File: config.mk
export PLATFORM = sky130hd
export DESIGN_NAME = gpio_counter
export DESIGN_NICKNAME = d
export VERILOG_FILES = /design/src/common/harness_pkg.sv /design/src/source/gpio_counter.sv
export SDC_FILE = /design/constraint.sdc
export NUM_CORES = 1
export LEC_CHECK = 0
export BUFFER_PORTS_ARGS = -buffer_cell sky130_fd_sc_hd__buf_2
export CAP_MARGIN = 40
export CORE_MARGIN = 8
export CORE_UTILIZATION = 35
export DETAILED_ROUTE_END_ITERATION = 8
export SYNTH_ARGS = -nofsm -noshare
export SYNTH_HDL_FRONTEND = slang
export SYNTH_SLANG_ARGS = --single-unit
File: constraint.sdc
create_clock -name clk_i -period 3.7 [get_ports clk_i]
set_input_delay 0.185 -clock clk_i [delete_from_list [all_inputs] [get_ports clk_i]]
set_output_delay 0.185 -clock clk_i [all_outputs]
set_load 0.05 [all_outputs]
File: src/common/harness_pkg.sv
// -------------------------------------------------------------------------
// Address map, bus widths and latencies for the peripheral harness.
// Regions must be aligned to their size. SLOW_MEM_LATENCY must be 2 or more.
// -------------------------------------------------------------------------

package harness_pkg;

  // -------------------------------------------------------------------------
  // Register bus
  // -------------------------------------------------------------------------
  localparam int unsigned ADDR_WIDTH = 32;
  localparam int unsigned DATA_WIDTH = 32;

  // -------------------------------------------------------------------------
  // Address map
  // -------------------------------------------------------------------------
  localparam logic [ADDR_WIDTH-1:0] SLOW_MEM_BASE = 32'h0000_0000;
  localparam int unsigned SLOW_MEM_WORDS = 1024;
  localparam logic [ADDR_WIDTH-1:0] SLOW_MEM_SPAN = SLOW_MEM_WORDS * 4;
  localparam int unsigned SLOW_MEM_IDX_WIDTH = $clog2(SLOW_MEM_WORDS);

  localparam logic [ADDR_WIDTH-1:0] GPIO_CNT_BASE = 32'h0001_0000;
  localparam logic [ADDR_WIDTH-1:0] GPIO_CNT_SPAN = 32'd16;
  localparam int unsigned GPIO_CNT_OFF_WIDTH = $clog2(GPIO_CNT_SPAN);

  // -------------------------------------------------------------------------
  // Timing and reset values
  // -------------------------------------------------------------------------
  localparam int unsigned SLOW_MEM_LATENCY = 4;
  // Wait counter only has to hold LATENCY-2
  localparam int unsigned SLOW_MEM_CNT_WIDTH = $clog2(SLOW_MEM_LATENCY);

  localparam logic [DATA_WIDTH-1:0] GPIO_CNT_DEFAULT_MAX = 32'd2048;

  // CPU, peripheral and external domains
  localparam int unsigned NUM_POWER_DOMAINS = 3;
  localparam int unsigned SWITCH_ACK_LATENCY = 16;

  // -------------------------------------------------------------------------
  // Enums
  // -------------------------------------------------------------------------
  typedef enum logic [1:0] {
    PERIPH_SLOW_MEM = 2'd0,
    PERIPH_GPIO_CNT = 2'd1,
    PERIPH_NONE     = 2'd2
  } periph_sel_e;

  // Byte offsets inside the counter region
  typedef enum logic [GPIO_CNT_OFF_WIDTH-1:0] {
    CNT_VALUE  = 4'h0,
    CNT_MAX    = 4'h4,
    CNT_STATUS = 4'h8
  } gpio_cnt_reg_e;

  typedef enum logic [1:0] {
    MEM_IDLE = 2'd0,
    MEM_WAIT = 2'd1,
    MEM_RESP = 2'd2
  } slow_mem_state_e;

endpackage
File: src/source/gpio_counter.sv
// -------------------------------------------------------------------------
// GPIO rising-edge counter with wrap pulse and sticky interrupt.
// Registers are zero-wait; a count lands 3 cycles after the input edge.
// -------------------------------------------------------------------------

`timescale 1ns/100ps

module gpio_counter (
  input  logic                               clk_i,
  input  logic                               rst_n_i,
  input  logic                               valid_i,
  input  logic                               write_i,
  input  logic [harness_pkg::ADDR_WIDTH-1:0] addr_i,
  input  logic [harness_pkg::DATA_WIDTH-1:0] wdata_i,
  output logic                               ready_o,
  output logic [harness_pkg::DATA_WIDTH-1:0] rdata_o,
  input  logic                               gpio_i,
  output logic                               gpio_o,
  output logic                               irq_o
);

  logic [1:0]                         sync_q;
  logic                               prev_q;
  logic                               rise;
  logic [harness_pkg::DATA_WIDTH-1:0] count_q;
  logic [harness_pkg::DATA_WIDTH-1:0] count_next;
  logic [harness_pkg::DATA_WIDTH-1:0] max_q;
  logic                               wrap;
  logic                               gpio_q;
  logic                               irq_q;
  logic                               wr_max;
  logic                               irq_clr;
  harness_pkg::gpio_cnt_reg_e         reg_sel;

  // -------------------------------------------------------------------------
  // Input synchronizer and edge detect
  // -------------------------------------------------------------------------
  always_ff @(posedge clk_i or negedge rst_n_i) begin
    if (!rst_n_i) begin
      sync_q <= '0;
      prev_q <= 1'b0;
    end else begin
      sync_q <= {sync_q[0], gpio_i};
      prev_q <= sync_q[1];
    end
  end

  assign rise = sync_q[1] & ~prev_q;

  // -------------------------------------------------------------------------
  // Register decode
  // -------------------------------------------------------------------------
  assign reg_sel = harness_pkg::gpio_cnt_reg_e'(addr_i[harness_pkg::GPIO_CNT_OFF_WIDTH-1:0]);
  assign wr_max  = valid_i && write_i && (reg_sel == harness_pkg::CNT_MAX);
  assign irq_clr = valid_i && write_i && (reg_sel == harness_pkg::CNT_STATUS) && wdata_i[0];

  // Limit write restarts the count, so it also masks a same-cycle edge
  assign count_next = count_q + 1'b1;
  assign wrap       = rise && !wr_max && (count_next >= max_q);

  always_ff @(posedge clk_i or negedge rst_n_i) begin
    if (!rst_n_i) begin
      count_q <= '0;
      max_q   <= harness_pkg::GPIO_CNT_DEFAULT_MAX;
      gpio_q  <= 1'b0;
      irq_q   <= 1'b0;
    end else begin
      gpio_q <= wrap;
      // Set wins over a clear in the same cycle
      irq_q  <= wrap | (irq_q & ~irq_clr);
      if (wr_max) begin
        max_q   <= wdata_i;
        count_q <= '0;
      end else if (wrap) begin
        count_q <= '0;
      end else if (rise) begin
        count_q <= count_next;
      end
    end
  end

  always_comb begin
    case (reg_sel)
      harness_pkg::CNT_VALUE:  rdata_o = count_q;
      harness_pkg::CNT_MAX:    rdata_o = max_q;
      harness_pkg::CNT_STATUS: rdata_o = {{(harness_pkg::DATA_WIDTH-1){1'b0}}, irq_q};
      default:                 rdata_o = '0;
    endcase
  end

  assign ready_o = valid_i;
  assign gpio_o  = gpio_q;
  assign irq_o   = irq_q;

endmodule

==> flow_metrics.tcl <==
set metrics [dict create \
    outcome "completed" \
    start_kind "flop" \
    multi_input_area_um2 2290 \
    total_power_w 0.00219 \
    drt_pass1_iterations 4 \
    fp.dieH_um 126 \
    utilization_pct 44.9 \
    clk_latency_ps 330 \
    synth_compound_area_share_pct 21.4 \
    drive_gt1_share_pct 26.3 \
    fillers 1160 \
    maxCapViolCount 0 \
    track_usage_pct 14.2 \
    portBuffers 75 \
    routed_wl_um 11000 \
    dp_hpwl_um 8150 \
    path_clk_slew_ps 50 \
    whs_ps 57.0 \
    synth-seq-area-share_pct 41.0 \
    grt_pass1_wl_um 18400 \
    cts.sinks 69 \
    ant_nets 0 \
    numCtsBuffers 9 \
    synthAdderAreaFrac_pct 9.79 \
    fmax_mhz 286 \
    ctsHtreeMaxLevel 3 \
    final_hold_viol_count 0 \
    ys_warn_count 0 \
    regArea_um2 1730 \
    synth_common_cells "dfrtp_1 (68), a22o_1 (58), nand2_1 (56), inv_1 (39), o21ai_0 (38)" \
    first_global_vias 3855 \
    max_slew_margin_pct 44.2 \
    cts_tree "built" \
    synthTopCellsByArea "dfrtp_1 (40%), a22o_1 (12%), ha_1 (9.8%)" \
    period_needed_ps 3500 \
    num_rows 40 \
    start_util_pct 35.4 \
    reg2reg_from "count_q[1]" \
    grt_max_degree 61 \
    syn_avg_cell_area_um2 9.35 \
    synth.area.mux_share_pct 0.504 \
    synth_cells 451 \
    drtIter0Drc 164 \
    min_period_over_period_pct 94.5 \
    synth-xor-area-share_pct 6.02 \
    via_per_inst 5.17 \
    yosys.area_share.simple_pct 15.2 \
    synth_top_family_by_area "compound AO/OA/AOI/OAI gates" \
    ir_drop_uv 192 \
    clockBufferDepth 2 \
    dieWidth_um 126 \
    synth-edff-count 0 \
    num_vias 3644 \
    dieArea_um2 15800 \
    routabilityCongestion 0.814 \
    overflow 0 \
    worst_slew_pin_slew_ps 834 \
    antenna_found_initial 0 \
    p_leak_nw 2.72 \
    synth_seq_cells 69 \
    crit_arrival_ps 3710 \
    n_antenna_cell 0 \
    setup_viol 0 \
    drc 0 \
    yosysTopAreaCell "dfrtp_1" \
    root_buffer "clkbuf_16" \
    critPathRequiredTime_ps 3910 \
    cp-startpoint "count_q[1]" \
    fin_nets 656 \
    areaGrowthSynthToFinish_pct 26.6 \
    wl_per_cell_um 15.7 \
    hold_path_startpoint "wdata_i[8]" \
    syn_nets 553 \
    yosysMostFrequentCell "dfrtp_1" \
    ios 104 \
    hold_class "in -> reg" \
    synth_top_area_share_pct 40.3 \
    synth_area_um2 4220 \
    drv_slew 0 \
    async_flop_share_pct 100 \
    fin_skew_ps 6.40 \
    critical_path_class "reg -> reg" \
    fp.coreArea_um2 11900 \
    synth_flop_cell "dfrtp_1" \
    path_max_fanout 8 \
    pwr_density_cell_nw_per_um2 410 \
    endpoint_kind "flop" \
    synth_cell_type_count 45 \
]
-- area by class of cell --
| class | instances | area share, % |
|---|---|---|
| Clock buffer | 14 | 5.13 |
| Clock inverter | 1 | 0.0937 |
| Sequential cell | 69 | 32.3 |
| Inverter | 39 | 2.74 |
| Multi-Input combinational cell | 319 | 42.9 |
| Timing Repair Buffer | 116 | 13.3 |
| Tap cell | 147 | 3.44 |
-- critical path: stages, from the launching register on --
cell,delay [ps]
dfrtp_1,390
ha_1,200
nand4_1,200
nor3b_2,220
buf_4,160
nand2_1,70
xnor2_1,140
ha_1,280
nand2_1,120
nor4_4,340
or4b_4,520
a31oi_4,240
nor2_4,100
buf_4,180
a22o_1,230
-- cells in the final DEF (no fill, tap or decap), types with 3 or more instances in the layout --
master / instances
a21o_1: 3
a21oi_1: 12
a221o_1: 3
a22o_1: 58
and3_1: 3
buf_2: 75
buf_4: 37
clkbuf_16: 9
clkbuf_8: 3
dfrtp_1: 68
ha_1: 33
inv_1: 39
nand2_1: 56
nand2b_1: 6
nand3_1: 13
nand4_1: 8
nor2_1: 18
nor3_1: 4
nor3_2: 4
o21ai_0: 38
o31ai_1: 3
xnor2_1: 15
xor2_1: 13
-- power breakdown --
group / switching, W / internal (W) / total [W] / leakage, nW
registers: 0.0000546 / 0.000857 / 0.000911 / 0.869
clock network: 0.000304 / 0.000504 / 0.000808 / 0.139
logic: 0.000283 / 0.000188 / 0.000470 / 1.71
total: 0.000641 / 0.00155 / 0.00219 / 2.72
-- per-stage QoR --
stage                     worst slack [ps]  instances  instance area, um^2  TNS [ps]
final                                  202        705                 5340         0
after global routing                 -10.3        705                 5340     -42.3
after CTS                             87.7        701                 5260         0
after detailed placement               138        684                 4960         0
after global placement                 174        683                 4940         0
after floorplan                        227        451                 4220         0
-- repair_timing --
action                     in CTS  in global routing
hold buffers                    2                  0
buffers inserted                0                  4
setup endpoints to repair       0                 32
gates resized for setup         0                 10
hold endpoints to repair       10                  0
-- sequential cells by signal (all words and copies together), names as in the netlist --
name	flops
irq_o	1
count_q	32
max_q	32
sync_q	2
gpio_o	1
prev_q	1
-- worst paths after layout --
path                               to  slack [ps]  depth (start not counted)
max reg2reg                count_q[3]         200                         14
max                        count_q[3]         200                         14
min                          max_q[8]          60                          3
max in group asynchronous   max_q[11]        2810                          4
min in group asynchronous   max_q[22]         310                          3
min reg2reg                 sync_q[1]         360                          0
-- logic make-up (layout without fill, tap and decap cells) --
group | Yosys count | in the layout
compound gates | 124 | 124
xor+xnor | 29 | 29
simple gates | 131 | 131
flops | 69 | 69
buf+inv | 63 | 170
fa+ha+maj | 33 | 33
mux | 2 | 2
-- per-layer routing --
layer	track usage (%)	vias to the layer above	share of wire [%]
met2	24.4	67	49
met5	0	-	0
met1	17.1	1762	46
met3	3.42	11	3.6
li1	-	1804	-
met4	4.67	0	1.2
Power figures use the tool's default switching activity.
