==> src/common/harness_pkg.sv <==
// -------------------------------------------------------------------------
// Address map, bus widths and latencies for the peripheral harness.
// Regions must be aligned to their size. SLOW_MEM_LATENCY must be 2 or more.
// -------------------------------------------------------------------------

package harness_pkg;

  // -------------------------------------------------------------------------
  // Register bus
  // -------------------------------------------------------------------------
  localparam int unsigned ADDR_WIDTH = 32;
  localparam int unsigned DATA_WIDTH = 32;

  // -------------------------------------------------------------------------
  // Address map
  // -------------------------------------------------------------------------
  localparam logic [ADDR_WIDTH-1:0] SLOW_MEM_BASE = 32'h0000_0000;
  localparam int unsigned SLOW_MEM_WORDS = 1024;
  localparam logic [ADDR_WIDTH-1:0] SLOW_MEM_SPAN = SLOW_MEM_WORDS * 4;
  localparam int unsigned SLOW_MEM_IDX_WIDTH = $clog2(SLOW_MEM_WORDS);

  localparam logic [ADDR_WIDTH-1:0] GPIO_CNT_BASE = 32'h0001_0000;
  localparam logic [ADDR_WIDTH-1:0] GPIO_CNT_SPAN = 32'd16;
  localparam int unsigned GPIO_CNT_OFF_WIDTH = $clog2(GPIO_CNT_SPAN);

  // -------------------------------------------------------------------------
  // Timing and reset values
  // -------------------------------------------------------------------------
  localparam int unsigned SLOW_MEM_LATENCY = 4;
  // Wait counter only has to hold LATENCY-2
  localparam int unsigned SLOW_MEM_CNT_WIDTH = $clog2(SLOW_MEM_LATENCY);

  localparam logic [DATA_WIDTH-1:0] GPIO_CNT_DEFAULT_MAX = 32'd2048;

  // CPU, peripheral and external domains
  localparam int unsigned NUM_POWER_DOMAINS = 3;
  localparam int unsigned SWITCH_ACK_LATENCY = 16;

  // -------------------------------------------------------------------------
  // Enums
  // -------------------------------------------------------------------------
  typedef enum logic [1:0] {
    PERIPH_SLOW_MEM = 2'd0,
    PERIPH_GPIO_CNT = 2'd1,
    PERIPH_NONE     = 2'd2
  } periph_sel_e;

  // Byte offsets inside the counter region
  typedef enum logic [GPIO_CNT_OFF_WIDTH-1:0] {
    CNT_VALUE  = 4'h0,
    CNT_MAX    = 4'h4,
    CNT_STATUS = 4'h8
  } gpio_cnt_reg_e;

  typedef enum logic [1:0] {
    MEM_IDLE = 2'd0,
    MEM_WAIT = 2'd1,
    MEM_RESP = 2'd2
  } slow_mem_state_e;

endpackage
==> src/source/reg_decoder.sv <==
// -------------------------------------------------------------------------
// Combinational decode of the register bus onto the two peripherals.
// Addresses outside both regions complete at once with error and zero data.
// -------------------------------------------------------------------------

`timescale 1ns/100ps

module reg_decoder (
  // Request side
  input  logic                               reg_valid_i,
  input  logic [harness_pkg::ADDR_WIDTH-1:0] reg_addr_i,
  // Response side
  output logic                               reg_ready_o,
  output logic [harness_pkg::DATA_WIDTH-1:0] reg_rdata_o,
  output logic                               reg_error_o,
  // Peripheral ports
  output logic                               mem_valid_o,
  output logic                               cnt_valid_o,
  input  logic                               mem_ready_i,
  input  logic                               cnt_ready_i,
  input  logic [harness_pkg::DATA_WIDTH-1:0] mem_rdata_i,
  input  logic [harness_pkg::DATA_WIDTH-1:0] cnt_rdata_i
);

  logic [harness_pkg::ADDR_WIDTH-1:0] mem_off;
  logic [harness_pkg::ADDR_WIDTH-1:0] cnt_off;
  logic                               mem_hit;
  logic                               cnt_hit;
  harness_pkg::periph_sel_e           sel;

  // Unsigned offset compare covers both region bounds
  assign mem_off = reg_addr_i - harness_pkg::SLOW_MEM_BASE;
  assign cnt_off = reg_addr_i - harness_pkg::GPIO_CNT_BASE;
  assign mem_hit = (mem_off < harness_pkg::SLOW_MEM_SPAN);
  assign cnt_hit = (cnt_off < harness_pkg::GPIO_CNT_SPAN);

  always_comb begin
    if (mem_hit) begin
      sel = harness_pkg::PERIPH_SLOW_MEM;
    end else if (cnt_hit) begin
      sel = harness_pkg::PERIPH_GPIO_CNT;
    end else begin
      sel = harness_pkg::PERIPH_NONE;
    end
  end

  // -------------------------------------------------------------------------
  // Request routing and response select
  // -------------------------------------------------------------------------
  always_comb begin
    mem_valid_o = 1'b0;
    cnt_valid_o = 1'b0;
    reg_ready_o = 1'b0;
    reg_error_o = 1'b0;
    reg_rdata_o = '0;
    case (sel)
      harness_pkg::PERIPH_SLOW_MEM: begin
        mem_valid_o = reg_valid_i;
        reg_ready_o = mem_ready_i;
        reg_rdata_o = mem_rdata_i;
      end
      harness_pkg::PERIPH_GPIO_CNT: begin
        cnt_valid_o = reg_valid_i;
        reg_ready_o = cnt_ready_i;
        reg_rdata_o = cnt_rdata_i;
      end
      default: begin
        // Miss answered here, zero wait
        reg_ready_o = reg_valid_i;
        reg_error_o = reg_valid_i;
      end
    endcase
  end

endmodule

==> config.mk <==
export PLATFORM = sky130hd
export DESIGN_NAME = reg_decoder
export DESIGN_NICKNAME = d
export VERILOG_FILES = /design/src/common/harness_pkg.sv /design/src/source/reg_decoder.sv
export SDC_FILE = /design/constraint.sdc
export NUM_CORES = 1
export LEC_CHECK = 0
export BUFFER_PORTS_ARGS = -buffer_cell sky130_fd_sc_hd__buf_4
export CORE_MARGIN = 4
export CORE_UTILIZATION = 23
export DETAILED_ROUTE_END_ITERATION = 8
export MAX_ROUTING_LAYER = met4
export PLACE_DENSITY = 0.9
export SYNTH_ARGS = -nofsm -noshare
export SYNTH_HDL_FRONTEND = slang
export SYNTH_SLANG_ARGS = --single-unit
==> constraint.sdc <==
create_clock -name vclk -period 3.1
set_clock_uncertainty 0.1 [all_clocks]
set_input_delay 0.775 -clock vclk [all_inputs]
set_output_delay 0.775 -clock vclk [all_outputs]
set_load 0.01 [all_outputs]
==> results of run 1 <==
[cells by family (layout without fill, tap and decap cells)]
logic type             after synthesis  after routing  share of synthesized area [%]
AO/OA/AOI/OAI                       37             37                           61.5
buffers and inverters                7            149                           10.3
multiplexers                         1              1                           2.06
AND/OR/NAND/NOR                     20             20                           26.1
[layout by cell type, fill, tap and decap left out]
master     count
nand3_4        1
buf_4        129
nor3_1         3
or4_1          1
nand2_1        1
buf_12         2
buf_6         13
and3_4         1
and2_1         1
nor4_4         3
a221o_1        1
a2111oi_4      1
and2_4         1
o31ai_4        1
a21oi_4        1
nor4_1         2
buf_8          2
mux2_2         1
a21oi_1        1
clkbuf_16      2
buf_2          1
nand4_1        1
nand3b_1       1
nor3_4         1
nor2_1         2
a22o_1        32
nand4b_1       1
[routing by layer]
layer / global-route usage, % / vias up / share of wire (%)
met3: 5.98 / 14 / 9.6
met2: 40.9 / 90 / 54
li1: - / 571 / -
met4: 4.41 / 0 / 3.0
met1: 22.3 / 560 / 34
met5: - / - / 0
[cell type report]
class	instances	area, um^2	area share, %
timing repair buffer	149	1240	67.4
tap	28	35.0	1.90
multi-input combinational	58	564	30.7
[worst max-delay path: cells and delay by family]
family,cells,cell delay [ns]
compound gates,1,0.28
simple gates,3,0.65
mux,1,0.32
buf+inv,3,0.40
[worst paths after layout]
| path | endpoint | slack (ns) | cells past startpoint |
|---|---|---|---|
| worst max-delay path | reg_ready_o | -0.22 | 8 |
| worst min-delay path | reg_rdata_o[2] | 1.74 | 3 |
[power by group through the flow]
stage               clock [uW]  combinational (uW)  sequential, uW
floorplan                    0                8.44               0
global placement             0                 110               0
detailed placement           0                 113               0
CTS                          0                 124               0
global route                 0                 137               0
finish                       0                 129               0
[repair_timing]
| action | in CTS | in global routing |
|---|---|---|
| pin swaps | 6 | 12 |
| resized for setup | 13 | 15 |
| buffers inserted | 2 | 4 |
| cloned | 0 | 3 |
| setup endpoints to repair | 35 | 36 |
[stage by stage]
| stage | total power (uW) | std cells | setup TNS [ns] | hold WS [ns] |
|---|---|---|---|---|
| 3_5_place_dp | 113 | 228 | -6.99 | 1.74 |
| 3_3_place_gp | 110 | 228 | -5.00 | 1.74 |
| 6_report | 129 | 235 | -5.49 | 1.74 |
| 5_1_grt | 137 | 235 | -8.34 | 1.76 |
| 2_1_floorplan | 8.44 | 65 | 0 | 1.56 |
| 4_1_cts | 124 | 230 | -4.79 | 1.74 |
==> results.toml, run 1 <==
[status]
status = "complete, but fails checks"
violations = "setup timing"

[synthesis]
syn_area_um2 = 546
synth_area_leaders = "a22o_1 51%, buf_6 8.3%, nor4_2 6.9%, a2111oi_4 5.0%, nor3_1 2.8%"
syn-num-nets = 164
syn_inst = 65
synth_common_cells = "32 x a22o_1, 4 x buf_6, 3 x clkbuf_1, 3 x nor3_1, 3 x nor4_2"
ys_seq_area_share_pct = 0
avgSynthCellArea_um2 = 8.39
synth_area_leader_cell = "a22o_1"
synth.distinct_cells = 22
synth_top_area_share_pct = 51.4
yosysWarnings = 0
synthMostInstantiatedCell = "a22o_1"

[die]
io_pins = 135
die_w_um = 56.7
die_area_mm2 = 0.00321
start_util_pct = 24.4
rows = 17
die_y_um = 56.7
core_region_area_mm2 = 0.00223

[sta]
fmax_ghz = 0.302
maxSlewViolCount = 0
fin_ws_ns = -0.215
setup_viol = 34
rsz0062_at_grt = "true"
hold_viol = 0
fin_crit_ns = 3.32
post-route-period-util_pct = 107
max_slew_margin_pct = 79.7
worst_slew_pin_slew_ns = 0.305

[critical_path]
cp-start-kind = "primary input"
cp-end-kind = "output pin"
path_class = "primary input to output pin"
worst_ep_required_time_ns = 2.22
cpMaxStageDelayCell = "mux2_2"
startpoint = "reg_addr_i[24]"
slowest_delay_ns = 0.32
critical_path_peak_fanout = 7
path_cells = "buf_6 -> nor4_4 -> nand4b_1 -> mux2_2 -> and2_4 -> clkbuf_16 -> a221o_1 -> buf_4"
arrival_ns = 2.44

[final_layout]
final_net_count = 308
utilization_pct = 82.4
area_growth_pct = 237
drive_above_1_share_pct = 77.3
final_area_mm2 = 0.00184
final-seq-area_um2 = 0
fillers = 143
antenna_cells = 0
final.clkbuf_count = 0
design.seq.count = 0

[detailed_routing]
viasPerCell = 5.26
first_iter_violations = 60
routed_wl_mm = 4.23
wl_per_cell_um = 18.0
firstDrtPassIters = 4
vias = 1235
drtAntennaViolNets = 0
post-route-drc-count = 0

[power_and_ir_drop]
switching_share_pct = 29.2
p_comb_share_pct = 100.0
clkPwrFrac_pct = 0
p_sw_uw = 37.7
seqPwrFrac_pct = 0
power_density_mw_per_mm2 = 70.3
internal-power_uw = 91.5
power_leakage_uw = 0.000935
vdd_ir_drop_max_uv = 82.2

[placement]
place_ws_ns = -0.238
dp_hpwl_mm = 3.17
gp_congestion = 0.850
placed_cell_area_mm2 = 0.00162
port_buffers = 131

[grt]
grtUsageTotal_pct = 21.8
grt_max_degree = 20
antenna_found_initial = 0
grt_first_pass_wirelength_mm = 5.59
first_global_vias = 1194
grt-ovfl-total = 0

[job]
maxCapViolCount = 0

[cts]
cts_hold_buf = 0

[hold_path]
hold_class = "primary input to output pin"
worstHoldStart = "cnt_rdata_i[2]"
Note: power is estimated with default switching activity, not from simulation.
==> inputs of run 2 (changes only) <==
- BUFFER_PORTS_ARGS: -buffer_cell sky130_fd_sc_hd__buf_4 -> -buffer_cell sky130_fd_sc_hd__buf_2
- CELL_PAD_IN_SITES_DETAIL_PLACEMENT: default -> 1
- CELL_PAD_IN_SITES_GLOBAL_PLACEMENT: default -> 1
- CORE_UTILIZATION: 23 -> 12
- SETUP_SLACK_MARGIN: default -> 0.2
==> run 2 against run 1 <==
The flow still finishes with violations (setup timing); global-route usage decreased by 12 points; die area increased by 77%; total power decreased by 30%; utilization decreased by 49 points; wire length decreased by 14%; maximum frequency increased by 1.8%; largest cell class unchanged; combinational power decreased by 30%; cell count increased by 7.2%; setup slack improved by 0.059 ns.
==> results.toml, run 2 (synthesized netlist as in run 1, its figures left out) <==
[placement]
dp_hpwl_mm = 3.21
gp_congestion = 0.686
port_buffers = 131
place_ws_ns = -0.223

[detailed_routing]
routed_wl_mm = 3.62
first_iter_violations = 8
post-route-drc-count = 0
wl_per_cell_um = 14.4
vias = 1128
firstDrtPassIters = 2
drtAntennaViolNets = 0
viasPerCell = 4.48

[critical_path]
arrival_ns = 2.38
crit_buf_inv = 3
slowest_delay_ns = 0.33
crit_cells = 8
worst_ep_required_time_ns = 2.22
critical_path_peak_fanout = 11
path_class = "primary input to output pin"
cp-start-kind = "primary input"
path_cells = "buf_8 -> nor4_4 -> nand4b_1 -> mux2_2 -> and2_4 -> clkbuf_16 -> a22o_1 -> buf_2"
cp-end-kind = "output pin"
cpMaxStageDelayCell = "mux2_2"
cpLargestDelayFamily = "simple AND/OR/NAND/NOR gates"

[sta]
rsz0062_at_grt = "true"
maxSlewViolCount = 0
tns_ns = -4.10
hold_viol = 0
fin_ws_ns = -0.157
post-route-period-util_pct = 105
worst_slew_pin_slew_ns = 0.320
setup_viol = 33
fmax_ghz = 0.307
max_slew_margin_pct = 78.7
fin_crit_ns = 3.26

[power_and_ir_drop]
power_density_mw_per_mm2 = 62.5
p_total_uw = 90.2
vdd_ir_drop_max_uv = 20.5
power_leakage_uw = 0.000811

[hold_path]
holdPathStages = 3
hold_class = "primary input to output pin"

[final_layout]
final-seq-area_um2 = 0
fillers = 564
design.seq.count = 0
antenna_cells = 0
final.clkbuf_count = 0
drive_above_1_share_pct = 76.0
layout_commonest_cell = "buf_2"
area_growth_pct = 164
final_net_count = 301
multi_input_area_um2 = 548
final_cell_mix = "125 x buf_2, 32 x a22o_1, 7 x buf_4"

[grt]
antenna_found_initial = 0
grt_max_degree = 31
grt_first_pass_wirelength_mm = 4.49
first_global_vias = 1024
grt-ovfl-total = 0
grtUsageTotal_pct = 10.1

[die]
core_region_area_mm2 = 0.00438
die_area_mm2 = 0.00569
io_pins = 135
die_w_um = 75.4
die_y_um = 75.4
start_util_pct = 12.4
rows = 24

[status]
violations = "setup timing"
status = "complete, but fails checks"

[job]
maxCapViolCount = 0
-- run 2: cell count changes in the layout (fill, tap and decap cells not counted), sizes merged --
cell	before	now
buf	147	141
clkbuf	2	1
-- run 2: timing repair --
item	4_1_cts	5_1_grt
gates cloned	0	1
resized for setup	12	5
hold endpoints to repair	0	0
setup endpoints to repair	36	36
hold buffers	0	0
buffers inserted	0	0
pin swaps	2	9
-- run 2: per-stage QoR --
| stage | instances | utilization, % | instance area, um^2 | hold slack, ns |
|---|---|---|---|---|
| floorplan | 65 | - | 556 | 1.56 |
| global placement | 251 | 30.2 | 1330 | 1.74 |
| detailed placement | 251 | 30.2 | 1330 | 1.75 |
| CTS | 251 | 31.6 | 1390 | 1.75 |
| global route | 252 | 32.9 | 1440 | 1.76 |
| finish | 252 | 32.9 | 1440 | 1.74 |
-- run 2: power breakdown --
| group | leakage, uW | internal, uW | switching (uW) |
|---|---|---|---|
| sequential | 0 | 0 | 0 |
| combinational | 0.000811 | 56.5 | 33.7 |
| clock | 0 | 0 | 0 |
-- run 2: tightest hold or removal path, delay by kind of cell --
kind                   cells  cell delay (ns)
buffers and inverters      2             0.20
AO/OA/AOI/OAI              1             0.10
-- run 2: path summary, 6_finish.rpt --
| kind | endpoint | from | slack (ns) |
|---|---|---|---|
| hold / removal | reg_rdata_o[31] | cnt_rdata_i[31] | 1.74 |
| setup / recovery | reg_rdata_o[31] | reg_addr_i[17] | -0.16 |
-- run 2: layout make-up --
class / count / area share (%)
repair buffers: 142 / 57.5
multi-input cells: 58 / 38.0
well taps: 52 / 4.51
-- run 2: routing by layer --
metal | wire, um | GRT usage (%) | share of wire (%) | up-vias
li1 | - | - | - | 559
met1 | 1200 | 11.3 | 33 | 504
met2 | 1960 | 20.1 | 54 | 65
met3 | 463 | 0.923 | 13 | 0
met4 | 0 | 0 | 0 | 0
met5 | 0 | - | 0 | -
