===== config.mk =====
export PLATFORM = sky130hd
export DESIGN_NAME = power_switch_emulator
export DESIGN_NICKNAME = d
export VERILOG_FILES = /design/src/common/harness_pkg.sv /design/src/source/power_switch_emulator.sv
export SDC_FILE = /design/constraint.sdc
export NUM_CORES = 1
export LEC_CHECK = 0
export ABC_AREA = 0
export ABC_CLOCK_PERIOD_IN_PS = 850
export BUFFER_PORTS_ARGS = -buffer_cell sky130_fd_sc_hd__buf_2
export CAP_MARGIN = 25
export CORE_MARGIN = 8
export CORE_UTILIZATION = 29
export DETAILED_ROUTE_END_ITERATION = 8
export HOLD_SLACK_MARGIN = 0.12
export SETUP_SLACK_MARGIN = 0.02
export SYNTH_ARGS = -nofsm -noshare
export SYNTH_HDL_FRONTEND = slang
export SYNTH_SLANG_ARGS = --single-unit

===== constraint.sdc =====
create_clock -name clk_i -period 0.85 [get_ports clk_i]
set_input_delay 0.0425 -clock clk_i [delete_from_list [all_inputs] [get_ports clk_i]]
set_output_delay 0.0425 -clock clk_i [all_outputs]
set_load 0.02 [all_outputs]

===== src/common/harness_pkg.sv =====
// -------------------------------------------------------------------------
// Address map, bus widths and latencies for the peripheral harness.
// Regions must be aligned to their size. SLOW_MEM_LATENCY must be 2 or more.
// -------------------------------------------------------------------------

package harness_pkg;

  // -------------------------------------------------------------------------
  // Register bus
  // -------------------------------------------------------------------------
  localparam int unsigned ADDR_WIDTH = 32;
  localparam int unsigned DATA_WIDTH = 32;

  // -------------------------------------------------------------------------
  // Address map
  // -------------------------------------------------------------------------
  localparam logic [ADDR_WIDTH-1:0] SLOW_MEM_BASE = 32'h0000_0000;
  localparam int unsigned SLOW_MEM_WORDS = 1024;
  localparam logic [ADDR_WIDTH-1:0] SLOW_MEM_SPAN = SLOW_MEM_WORDS * 4;
  localparam int unsigned SLOW_MEM_IDX_WIDTH = $clog2(SLOW_MEM_WORDS);

  localparam logic [ADDR_WIDTH-1:0] GPIO_CNT_BASE = 32'h0001_0000;
  localparam logic [ADDR_WIDTH-1:0] GPIO_CNT_SPAN = 32'd16;
  localparam int unsigned GPIO_CNT_OFF_WIDTH = $clog2(GPIO_CNT_SPAN);

  // -------------------------------------------------------------------------
  // Timing and reset values
  // -------------------------------------------------------------------------
  localparam int unsigned SLOW_MEM_LATENCY = 4;
  // Wait counter only has to hold LATENCY-2
  localparam int unsigned SLOW_MEM_CNT_WIDTH = $clog2(SLOW_MEM_LATENCY);

  localparam logic [DATA_WIDTH-1:0] GPIO_CNT_DEFAULT_MAX = 32'd2048;

  // CPU, peripheral and external domains
  localparam int unsigned NUM_POWER_DOMAINS = 3;
  localparam int unsigned SWITCH_ACK_LATENCY = 16;

  // -------------------------------------------------------------------------
  // Enums
  // -------------------------------------------------------------------------
  typedef enum logic [1:0] {
    PERIPH_SLOW_MEM = 2'd0,
    PERIPH_GPIO_CNT = 2'd1,
    PERIPH_NONE     = 2'd2
  } periph_sel_e;

  // Byte offsets inside the counter region
  typedef enum logic [GPIO_CNT_OFF_WIDTH-1:0] {
    CNT_VALUE  = 4'h0,
    CNT_MAX    = 4'h4,
    CNT_STATUS = 4'h8
  } gpio_cnt_reg_e;

  typedef enum logic [1:0] {
    MEM_IDLE = 2'd0,
    MEM_WAIT = 2'd1,
    MEM_RESP = 2'd2
  } slow_mem_state_e;

endpackage

===== src/source/power_switch_emulator.sv =====
// -------------------------------------------------------------------------
// Acknowledge of each power switch request after SWITCH_ACK_LATENCY cycles.
// Active low; every domain reads as switched off out of reset.
// -------------------------------------------------------------------------

`timescale 1ns/100ps

module power_switch_emulator (
  input  logic                                      clk_i,
  input  logic                                      rst_n_i,
  input  logic [harness_pkg::NUM_POWER_DOMAINS-1:0] power_switch_n_i,
  output logic [harness_pkg::NUM_POWER_DOMAINS-1:0] power_switch_ack_n_o
);

  // One lane per domain, any number of changes in flight
  logic [harness_pkg::NUM_POWER_DOMAINS-1:0] ack_pipe_q [harness_pkg::SWITCH_ACK_LATENCY];

  always_ff @(posedge clk_i or negedge rst_n_i) begin
    if (!rst_n_i) begin
      for (int i = 0; i < harness_pkg::SWITCH_ACK_LATENCY; i++) begin
        ack_pipe_q[i] <= '1;
      end
    end else begin
      ack_pipe_q[0] <= power_switch_n_i;
      for (int i = 1; i < harness_pkg::SWITCH_ACK_LATENCY; i++) begin
        ack_pipe_q[i] <= ack_pipe_q[i-1];
      end
    end
  end

  assign power_switch_ack_n_o = ack_pipe_q[harness_pkg::SWITCH_ACK_LATENCY-1];

endmodule


==> impl_metrics.env, run 1 <==
export IMPL_outcome="finished, violations left"
export IMPL_violations="negative setup slack"
export IMPL_multi_input_area_sq_um=0
export IMPL_hold_path_end="ack_pipe_q[19]$_DFF_PN1_"
export IMPL_cts_root_buf="clkbuf_8"
export IMPL_gp_congestion=0.555
export IMPL_ys_types=2
export IMPL_coreArea_sq_um=4320
export IMPL_grt_pass1_wl_microns=2280
export IMPL_cp_end_kind="output port"
export IMPL_ff2ff_setup_slack_ns=0.27
export IMPL_drv_cap=0
export IMPL_die_h_microns=82.5
export IMPL_p_sw_mw=0.706
export IMPL_via_per_inst=3.60
export IMPL_cts_buffers=5
export IMPL_mostFrequentLayoutCells="48 x dfstp_2, 5 x clkbuf_8, 4 x dlygate4sd3_1, 4 x buf_2, 3 x buf_6"
export IMPL_rsz0062_at_grt="yes"
export IMPL_p_seq_share_pct=67.1
export IMPL_post_route_util_pct=34.9
export IMPL_area_delta_synth_final_pct=17.5
export IMPL_critical_path_top_delay_family="flip-flops"
export IMPL_dieArea_sq_um=6810
export IMPL_syn_num_nets=56
export IMPL_cts_tree="yes"
export IMPL_switching_share_pct=18.7
export IMPL_crit_fanout=1
export IMPL_cts_htree_levels=2
export IMPL_r2r_start="ack_pipe_q[16]$_DFF_PN1_"
export IMPL_nets=72
export IMPL_r2r_end="ack_pipe_q[13]$_DFF_PN1_"
export IMPL_tightest_slew_ns=0.230
export IMPL_first_global_vias=482
export IMPL_pin_count=8
export IMPL_finClkSkew_ns=0.00198
export IMPL_setup_viol=3
export IMPL_grt_max_degree=49
export IMPL_drc_errors=0
export IMPL_fin_cells=117
export IMPL_first_iter_violations=10
export IMPL_startpoint_type="flop"
export IMPL_track_usage_pct=4.92
export IMPL_slowest_delay_ns=0.53
export IMPL_min_path_cells=0
export IMPL_critical_path_buf_inv_count=1
export IMPL_required_ns=0.81
export IMPL_dp_cells=108
export IMPL_first_pass_iters=2
export IMPL_max_freq_mhz=1030
export IMPL_worstPathCellList="buf_6"
export IMPL_wl_microns=1310
export IMPL_ys_seq_area_share_pct=98.2
export IMPL_clk_insertion_delay_late_ns=0.29
export IMPL_clockPowerShare_pct=30.4
export IMPL_yosysWarnings=0
export IMPL_grt_overflow=0
export IMPL_p_total_mw=3.77
export IMPL_ir_drop_v=0.000914
export IMPL_synth_area_per_cell_sq_um=25.2
export IMPL_final_setup_worst_slack_ns=-0.117
export IMPL_drive_gt1_share_pct=93.8
export IMPL_rows=24
export IMPL_multi_input_gates=0
export IMPL_diodes=0
export IMPL_layout_commonest_cell="dfstp_2"
export IMPL_synthCells=51
export IMPL_post_route_period_util_pct=114
export IMPL_vias=421
export IMPL_postCtsSetupRepairBufs=0
export IMPL_clk_path_buf_depth=2
export IMPL_io_buffers=7
export IMPL_clk_pin_slew_worst_paths_ns=0.07
export IMPL_internal_power_mw=3.06
export IMPL_cts_sinks=48
export IMPL_hold_viol=0
export IMPL_relSlewSlack_pct=84.6
export IMPL_worstHoldStart="ack_pipe_q[22]$_DFF_PN1_"
export IMPL_p_leak_nw=0.601
export IMPL_wire_per_inst_microns=11.2
export IMPL_fp_dieW_microns=82.5
export IMPL_crit_type="flop to output port"
export IMPL_comb_power_share_pct=2.6
export IMPL_slew_violations=0
export IMPL_powerDensity_nw_per_um2=2500
export IMPL_crit_slowest_cell="dfstp_2"
export IMPL_synth_area_sq_um=1280
export IMPL_fin_hold_ws_ns=0.356
export IMPL_hold_class="flop to flop"
export IMPL_dp_worst_setup_slack_ns=0.158
export IMPL_r2r_worst_path_cells=0
export IMPL_start_util_pct=29.7
export IMPL_period_needed_ns=0.967
export IMPL_yosys_register_bits=48
export IMPL_antenna_found_initial=0
export IMPL_antenna_left=0
export IMPL_arrival_ns=0.92
==> layer usage <==
metal | wire [microns] | GRT usage (%)
met5 | 0 | 0
met4 | 55 | 5.17
met3 | 117 | 3.14
met2 | 517 | 6.03
met1 | 622 | 5.41
==> logic make-up (layout without fill, tap and decap cells) <==
kind of cell           count (synthesis)  after routing  synth area share [%]
flip-flops                            48             48                  98.2
buffers and inverters                  3             17                  1.75
==> Yosys cell counts <==
library cell,count,area share [%]
buf_4,3,1.8
dfstp_2,48,98
==> repair_timing <==
action / 4_1_cts / 5_1_grt
endpoints found under the setup margin: 3 / 3
gates resized for setup: 6 / 0
hold buffers: 4 / 0
hold endpoints to repair: 51 / 0
==> worst max path at each step <==
stage	end	slack (ns)	start	depth (start not counted)
after detailed placement	power_switch_ack_n_o[2]	0.16	power_switch_ack_n_o[2]$_DFF_PN1_	1
after CTS	power_switch_ack_n_o[2]	-0.14	power_switch_ack_n_o[2]$_DFF_PN1_	1
after floorplan	power_switch_ack_n_o[0]	0.19	power_switch_ack_n_o[0]$_DFF_PN1_	1
after global placement	power_switch_ack_n_o[1]	0.17	power_switch_ack_n_o[1]$_DFF_PN1_	1
after global routing	power_switch_ack_n_o[1]	-0.16	power_switch_ack_n_o[1]$_DFF_PN1_	1
final	power_switch_ack_n_o[2]	-0.12	power_switch_ack_n_o[2]$_DFF_PN1_	1
==> power groups by stage <==
stage | logic [mW] | registers, mW | clock network (mW)
3_3_place_gp | 0.0745 | 2.55 | 0
2_1_floorplan | 0.0205 | 2.55 | 0
5_1_grt | 0.109 | 2.54 | 1.30
4_1_cts | 0.101 | 2.53 | 1.22
3_5_place_dp | 0.0787 | 2.56 | 0
6_report | 0.0972 | 2.53 | 1.14
==> registers in the layout, indices dropped and copies added (netlist names) <==
name / count
ack_pipe_q: 45
power_switch_ack_n_o: 3
==> cell type report <==
type | count | area [sq um]
Sequential cell | 48 | 1260
Fill cell | 416 | 2820
Clock buffer | 5 | 68.8
Timing Repair Buffer | 12 | 114
Tap cell | 52 | 65.1
==> metrics by stage <==
step	cell area, sq um	setup TNS, ns
global placement	1380	0
finish	1510	-0.335
global route	1510	-0.446
floorplan	1280	0
CTS	1510	-0.399
detailed placement	1380	0
No activity file was read; power rests on OpenSTA's default activity.
==> run 2, diff against run 1 <==
--- a/config.mk
+++ b/config.mk
@@ -5,12 +5,12 @@
 export SDC_FILE = /design/constraint.sdc
 export NUM_CORES = 1
 export LEC_CHECK = 0
-export ABC_AREA = 0
+export ABC_AREA = 1
 export ABC_CLOCK_PERIOD_IN_PS = 850
 export BUFFER_PORTS_ARGS = -buffer_cell sky130_fd_sc_hd__buf_2
 export CAP_MARGIN = 25
 export CORE_MARGIN = 8
-export CORE_UTILIZATION = 29
+export CORE_UTILIZATION = 37
 export DETAILED_ROUTE_END_ITERATION = 8
 export HOLD_SLACK_MARGIN = 0.12
 export SETUP_SLACK_MARGIN = 0.02
==> run 2 against run 1 <==
  * The run still ends with negative setup slack left
  * Global-route usage is 1.4 points higher
  * Via count up 5.7%
  * Maximum frequency decreased by 7.5%
  * Routed wire length down 1.8%
  * Largest power group unchanged
==> impl_metrics.env, run 2 (synthesized netlist as in run 1, its figures left out) <==
export IMPL_cts_sinks=48
export IMPL_area_delta_synth_final_pct=18.5
export IMPL_multi_input_gates=0
export IMPL_antenna_left=0
export IMPL_clk_insertion_delay_late_ns=0.36
export IMPL_largest_reg_flops=45
export IMPL_seqCellArea_sq_um=1260
export IMPL_coreArea_sq_um=3340
export IMPL_track_usage_pct=6.32
export IMPL_outcome="finished, violations left"
export IMPL_dieArea_sq_um=5610
export IMPL_tightest_slew_ns=0.313
export IMPL_rsz0062_at_grt="yes"
export IMPL_first_iter_violations=24
export IMPL_dp_worst_setup_slack_ns=0.163
export IMPL_wl_microns=1290
export IMPL_nFillCells=290
export IMPL_max_freq_mhz=957
export IMPL_cts_tree="yes"
export IMPL_diodes=0
export IMPL_crit_fanout=1
export IMPL_pin_count=8
export IMPL_finClkSkew_ns=0.0122
export IMPL_critical_path_buf_inv_count=1
export IMPL_largest_register="ack_pipe_q"
export IMPL_die_h_microns=74.9
export IMPL_clk_pin_slew_worst_paths_ns=0.14
export IMPL_p_leak_nw=0.606
export IMPL_setup_viol=3
export IMPL_cts_root_buf="clkbuf_4"
export IMPL_min_path_cells=2
export IMPL_gp_congestion=0.553
export IMPL_relSlewSlack_pct=79.2
export IMPL_worstPathCellList="buf_6"
export IMPL_slowest_delay_ns=0.55
export IMPL_r2r_worst_path_cells=0
export IMPL_fp_dieW_microns=74.9
export IMPL_critical_path_top_delay_family="flip-flops"
export IMPL_final_setup_worst_slack_ns=-0.195
export IMPL_startpoint_type="flop"
export IMPL_cts_htree_levels=2
export IMPL_layout_commonest_cell="dfstp_2"
export IMPL_arrival_ns=1.00
export IMPL_cts_buffers=5
export IMPL_powerDensity_nw_per_um2=2410
export IMPL_grt_max_degree=17
export IMPL_crit_slowest_cell="dfstp_2"
export IMPL_required_ns=0.81
export IMPL_via_per_inst=3.84
export IMPL_drive_gt1_share_pct=94.3
export IMPL_drc_errors=0
export IMPL_ir_drop_v=0.00137
export IMPL_vias=445
export IMPL_clk_path_buf_depth=2
export IMPL_hold_class="input port to flop"
export IMPL_cp_end_kind="output port"
export IMPL_grt_pass1_wl_microns=2410
export IMPL_crit_type="flop to output port"
export IMPL_wire_per_inst_microns=11.1
export IMPL_slew_violations=0
export IMPL_io_buffers=7
export IMPL_postCtsSetupRepairBufs=0
export IMPL_drv_cap=0
export IMPL_violations="negative setup slack"
export IMPL_mostFrequentLayoutCells="48 x dfstp_2, 5 x clkbuf_4, 4 x dlygate4sd3_1, 4 x buf_2, 3 x buf_6"
export IMPL_fin_cells=116
export IMPL_rows=21
export IMPL_multi_input_area_sq_um=0
export IMPL_dp_hpwl_microns=761
export IMPL_post_route_period_util_pct=123
export IMPL_start_util_pct=38.5
export IMPL_period_needed_ns=1.05
export IMPL_dp_cells=104
export IMPL_grt_overflow=0
export IMPL_hold_viol=0
export IMPL_nets=74
export IMPL_antenna_found_initial=0
export IMPL_first_global_vias=519
export IMPL_path_depth=1
export IMPL_first_pass_iters=2
==> run 2: changes by cell type in the layout (fill, tap and decap cells not counted) <==
cell / delta
clkinvlp_4: +2
buf_4: +1
clkbuf_8: -5
buf_12: +1
clkbuf_4: +5
clkinv_4: +1
==> run 2: area by class of cell <==
type                    count  area share, %
flip-flops and latches     48           82.9
repair buffers             14           9.29
well taps                  46           3.78
clock buffers               5           2.47
clock inverters             3           1.56
==> run 2: final timing paths <==
path,from,to,slack [ns]
worst max-delay path,power_switch_ack_n_o[2]$_DFF_PN1_,power_switch_ack_n_o[2],-0.20
worst max register to register,ack_pipe_q[30]$_DFF_PN1_,ack_pipe_q[27]$_DFF_PN1_,0.25
worst min-delay path,power_switch_n_i[2],ack_pipe_q[47]$_DFF_PN1_,0.30
min in group asynchronous,rst_n_i,ack_pipe_q[24]$_DFF_PN1_,0.34
worst min register to register,ack_pipe_q[26]$_DFF_PN1_,ack_pipe_q[23]$_DFF_PN1_,0.35
max in group asynchronous,rst_n_i,ack_pipe_q[7]$_DFF_PN1_,0.29
==> run 2: power by group <==
part / internal (mW) / switching [mW] / leakage, nW / total [mW]
combinational: 0.0529 / 0.0582 / 0.0742 / 0.111
sequential: 2.49 / 0.0347 / 0.505 / 2.53
clock: 0.326 / 0.702 / 0.0274 / 1.03
total: 2.87 / 0.795 / 0.606 / 3.67
==> run 2: metal layers <==
metal	part of all wire, %	GRT usage, %
met4	2.3	3.91
met5	0	0
met3	8.9	5.33
met2	39	7.29
met1	50	7.53
==> run 2: timing repair <==
| action | in CTS | in global routing |
|---|---|---|
| gates resized for setup | 6 | 0 |
| endpoints found under the hold margin | 51 | 0 |
| endpoints found under the setup margin | 3 | 3 |
| hold buffers | 4 | 0 |
==> run 2: metrics by stage <==
stage	utilization [%]	instance area [sq um]	hold WS, ns	power [mW]	TNS [ns]
floorplan	-	1280	-0.105	2.57	0
global placement	42.0	1400	0.149	2.64	0
detailed placement	42.0	1400	0.149	2.65	0
CTS	45.6	1520	0.279	3.75	-0.688
global route	45.6	1520	0.277	3.84	-0.764
finish	45.6	1520	0.305	3.67	-0.584
==> run 3, diff against run 2 <==
--- a/config.mk
+++ b/config.mk
@@ -13,6 +13,7 @@
 export CORE_UTILIZATION = 37
 export DETAILED_ROUTE_END_ITERATION = 8
 export HOLD_SLACK_MARGIN = 0.12
+export REMOVE_ABC_BUFFERS = 1
 export SETUP_SLACK_MARGIN = 0.02
 export SYNTH_ARGS = -nofsm -noshare
 export SYNTH_HDL_FRONTEND = slang
==> run 3 against run 2 <==
  * The run still ends with negative setup slack left
  * Combinational power is essentially flat
  * Global-route usage is 0.11 points lower
  * Worst hold slack improved by 0.019 ns
  * Largest power group unchanged
  * Highest routed layer unchanged
==> impl_metrics.env, run 3 (synthesized netlist as in run 1, its figures left out) <==
export IMPL_antenna_found_initial=0
export IMPL_r2r_start="ack_pipe_q[17]$_DFF_PN1_"
export IMPL_cts_tree="yes"
export IMPL_drc_errors=0
export IMPL_final_setup_worst_slack_ns=-0.186
export IMPL_seqCellArea_sq_um=1260
export IMPL_r2r_worst_path_cells=0
export IMPL_rsz0062_at_grt="yes"
export IMPL_antenna_left=0
export IMPL_ff2ff_setup_slack_ns=0.25
export IMPL_fin_cells=116
export IMPL_required_ns=0.81
export IMPL_grt_pass1_wl_microns=2420
export IMPL_crit_fanout=1
export IMPL_fp_dieW_microns=74.9
export IMPL_p_leak_nw=0.609
export IMPL_worstPathCellList="buf_6"
export IMPL_track_usage_pct=6.21
export IMPL_crit_type="flop to output port"
export IMPL_grt_max_degree=17
export IMPL_finClkSkew_ns=0.00960
export IMPL_mostFrequentLayoutCells="48 x dfstp_2, 5 x clkbuf_4, 4 x dlygate4sd3_1, 4 x buf_2, 3 x buf_6"
export IMPL_drive_gt1_share_pct=94.3
export IMPL_layout_commonest_cell="dfstp_2"
export IMPL_grt_overflow=0
export IMPL_ir_drop_v=0.00126
export IMPL_largest_register="ack_pipe_q"
export IMPL_outcome="finished, violations left"
export IMPL_clk_insertion_delay_late_ns=0.35
export IMPL_cts_root_buf="clkbuf_4"
export IMPL_r2r_end="ack_pipe_q[14]$_DFF_PN1_"
export IMPL_dp_cells=104
export IMPL_wl_microns=1310
export IMPL_gp_congestion=0.543
export IMPL_max_freq_mhz=965
export IMPL_worstHoldStart="power_switch_n_i[2]"
export IMPL_use_met3_pct=4.26
export IMPL_violations="negative setup slack"
export IMPL_dieArea_sq_um=5610
export IMPL_pin_count=8
export IMPL_slew_violations=0
export IMPL_cts_htree_levels=2
export IMPL_first_pass_iters=2
export IMPL_cts_sinks=48
export IMPL_rows=21
export IMPL_multi_input_area_sq_um=0
export IMPL_arrival_ns=0.99
export IMPL_hold_class="input port to flop"
export IMPL_diodes=0
export IMPL_postCtsSetupRepairBufs=0
export IMPL_critical_path_top_delay_family="flip-flops"
export IMPL_die_h_microns=74.9
export IMPL_relSlewSlack_pct=77.9
export IMPL_min_path_cells=2
export IMPL_slowest_delay_ns=0.55
export IMPL_vias=446
export IMPL_critical_path_buf_inv_count=1
export IMPL_wire_per_inst_microns=11.3
export IMPL_nets=74
export IMPL_first_global_vias=520
export IMPL_via_per_inst=3.84
export IMPL_cp_end_kind="output port"
export IMPL_powerDensity_nw_per_um2=2430
export IMPL_nFillCells=290
export IMPL_start_util_pct=38.5
export IMPL_tns_ns=-0.544
export IMPL_largest_reg_flops=45
export IMPL_setup_viol=3
export IMPL_first_iter_violations=22
export IMPL_p_total_mw=3.70
export IMPL_cts_buffers=5
export IMPL_use_met1_pct=7.05
export IMPL_multi_input_gates=0
export IMPL_top_usage_layer="met2"
export IMPL_io_buffers=7
export IMPL_hold_path_end="ack_pipe_q[47]$_DFF_PN1_"
export IMPL_tightest_slew_ns=0.331
export IMPL_clk_pin_slew_worst_paths_ns=0.13
export IMPL_drv_cap=0
export IMPL_clk_path_buf_depth=2
export IMPL_startpoint_type="flop"
export IMPL_hold_viol=0
export IMPL_area_delta_synth_final_pct=18.9
export IMPL_coreArea_sq_um=3340
export IMPL_use_met2_pct=8.25
export IMPL_post_route_period_util_pct=122
export IMPL_crit_slowest_cell="dfstp_2"
export IMPL_period_needed_ns=1.04
## run 3: changes by cell type in the layout (fill, tap and decap cells not counted)
cell / change
clkbuf_8: +1
clkinv_4: -1
## run 3: area by class of cell
type                    instances  share of cell area [%]
flip-flops and latches         48                    82.6
repair buffers                 14                    9.26
clock buffers                   6                    3.36
well taps                      46                    3.77
clock inverters                 2                   0.984
## run 3: how the worst max path moves through the flow
stage                                                  from                 endpoint  cells after the start
after floorplan           power_switch_ack_n_o[0]$_DFF_PN1_  power_switch_ack_n_o[0]                      0
after global placement    power_switch_ack_n_o[0]$_DFF_PN1_  power_switch_ack_n_o[0]                      1
after detailed placement  power_switch_ack_n_o[0]$_DFF_PN1_  power_switch_ack_n_o[0]                      1
after CTS                 power_switch_ack_n_o[0]$_DFF_PN1_  power_switch_ack_n_o[0]                      1
after global routing      power_switch_ack_n_o[0]$_DFF_PN1_  power_switch_ack_n_o[0]                      1
final                     power_switch_ack_n_o[0]$_DFF_PN1_  power_switch_ack_n_o[0]                      1
## run 3: metal layers
layer | routed length [microns] | vias up | share of wire (%)
li1 | - | 189 | -
met1 | 587 | 240 | 45
met2 | 577 | 12 | 44
met3 | 122 | 5 | 9.3
met4 | 25 | 0 | 1.9
met5 | 0 | - | 0
## run 3: report_power, final
part	switching (mW)	total, mW	internal [mW]
Combinational	0.0577	0.111	0.0529
Sequential	0.0360	2.53	2.49
Clock	0.665	1.07	0.402
## run 3: metrics by stage
stage / instance area [sq um] / util [%] / setup WS, ns / hold WS [ns]
3_5_place_dp: 1400 / 42.0 / 0.165 / 0.149
6_report: 1530 / 45.7 / -0.186 / 0.324
5_1_grt: 1530 / 45.7 / -0.235 / 0.290
3_3_place_gp: 1400 / 42.0 / 0.167 / 0.149
2_1_floorplan: 1260 / - / 0.253 / -0.105
4_1_cts: 1530 / 45.7 / -0.211 / 0.295
## run 3: timing repair
action | CTS | global route
hold endpoints to repair | 51 | 0
setup endpoints to repair | 3 | 3
pin swaps | 0 | 0
hold buffers | 4 | 0
resized for setup | 6 | 0
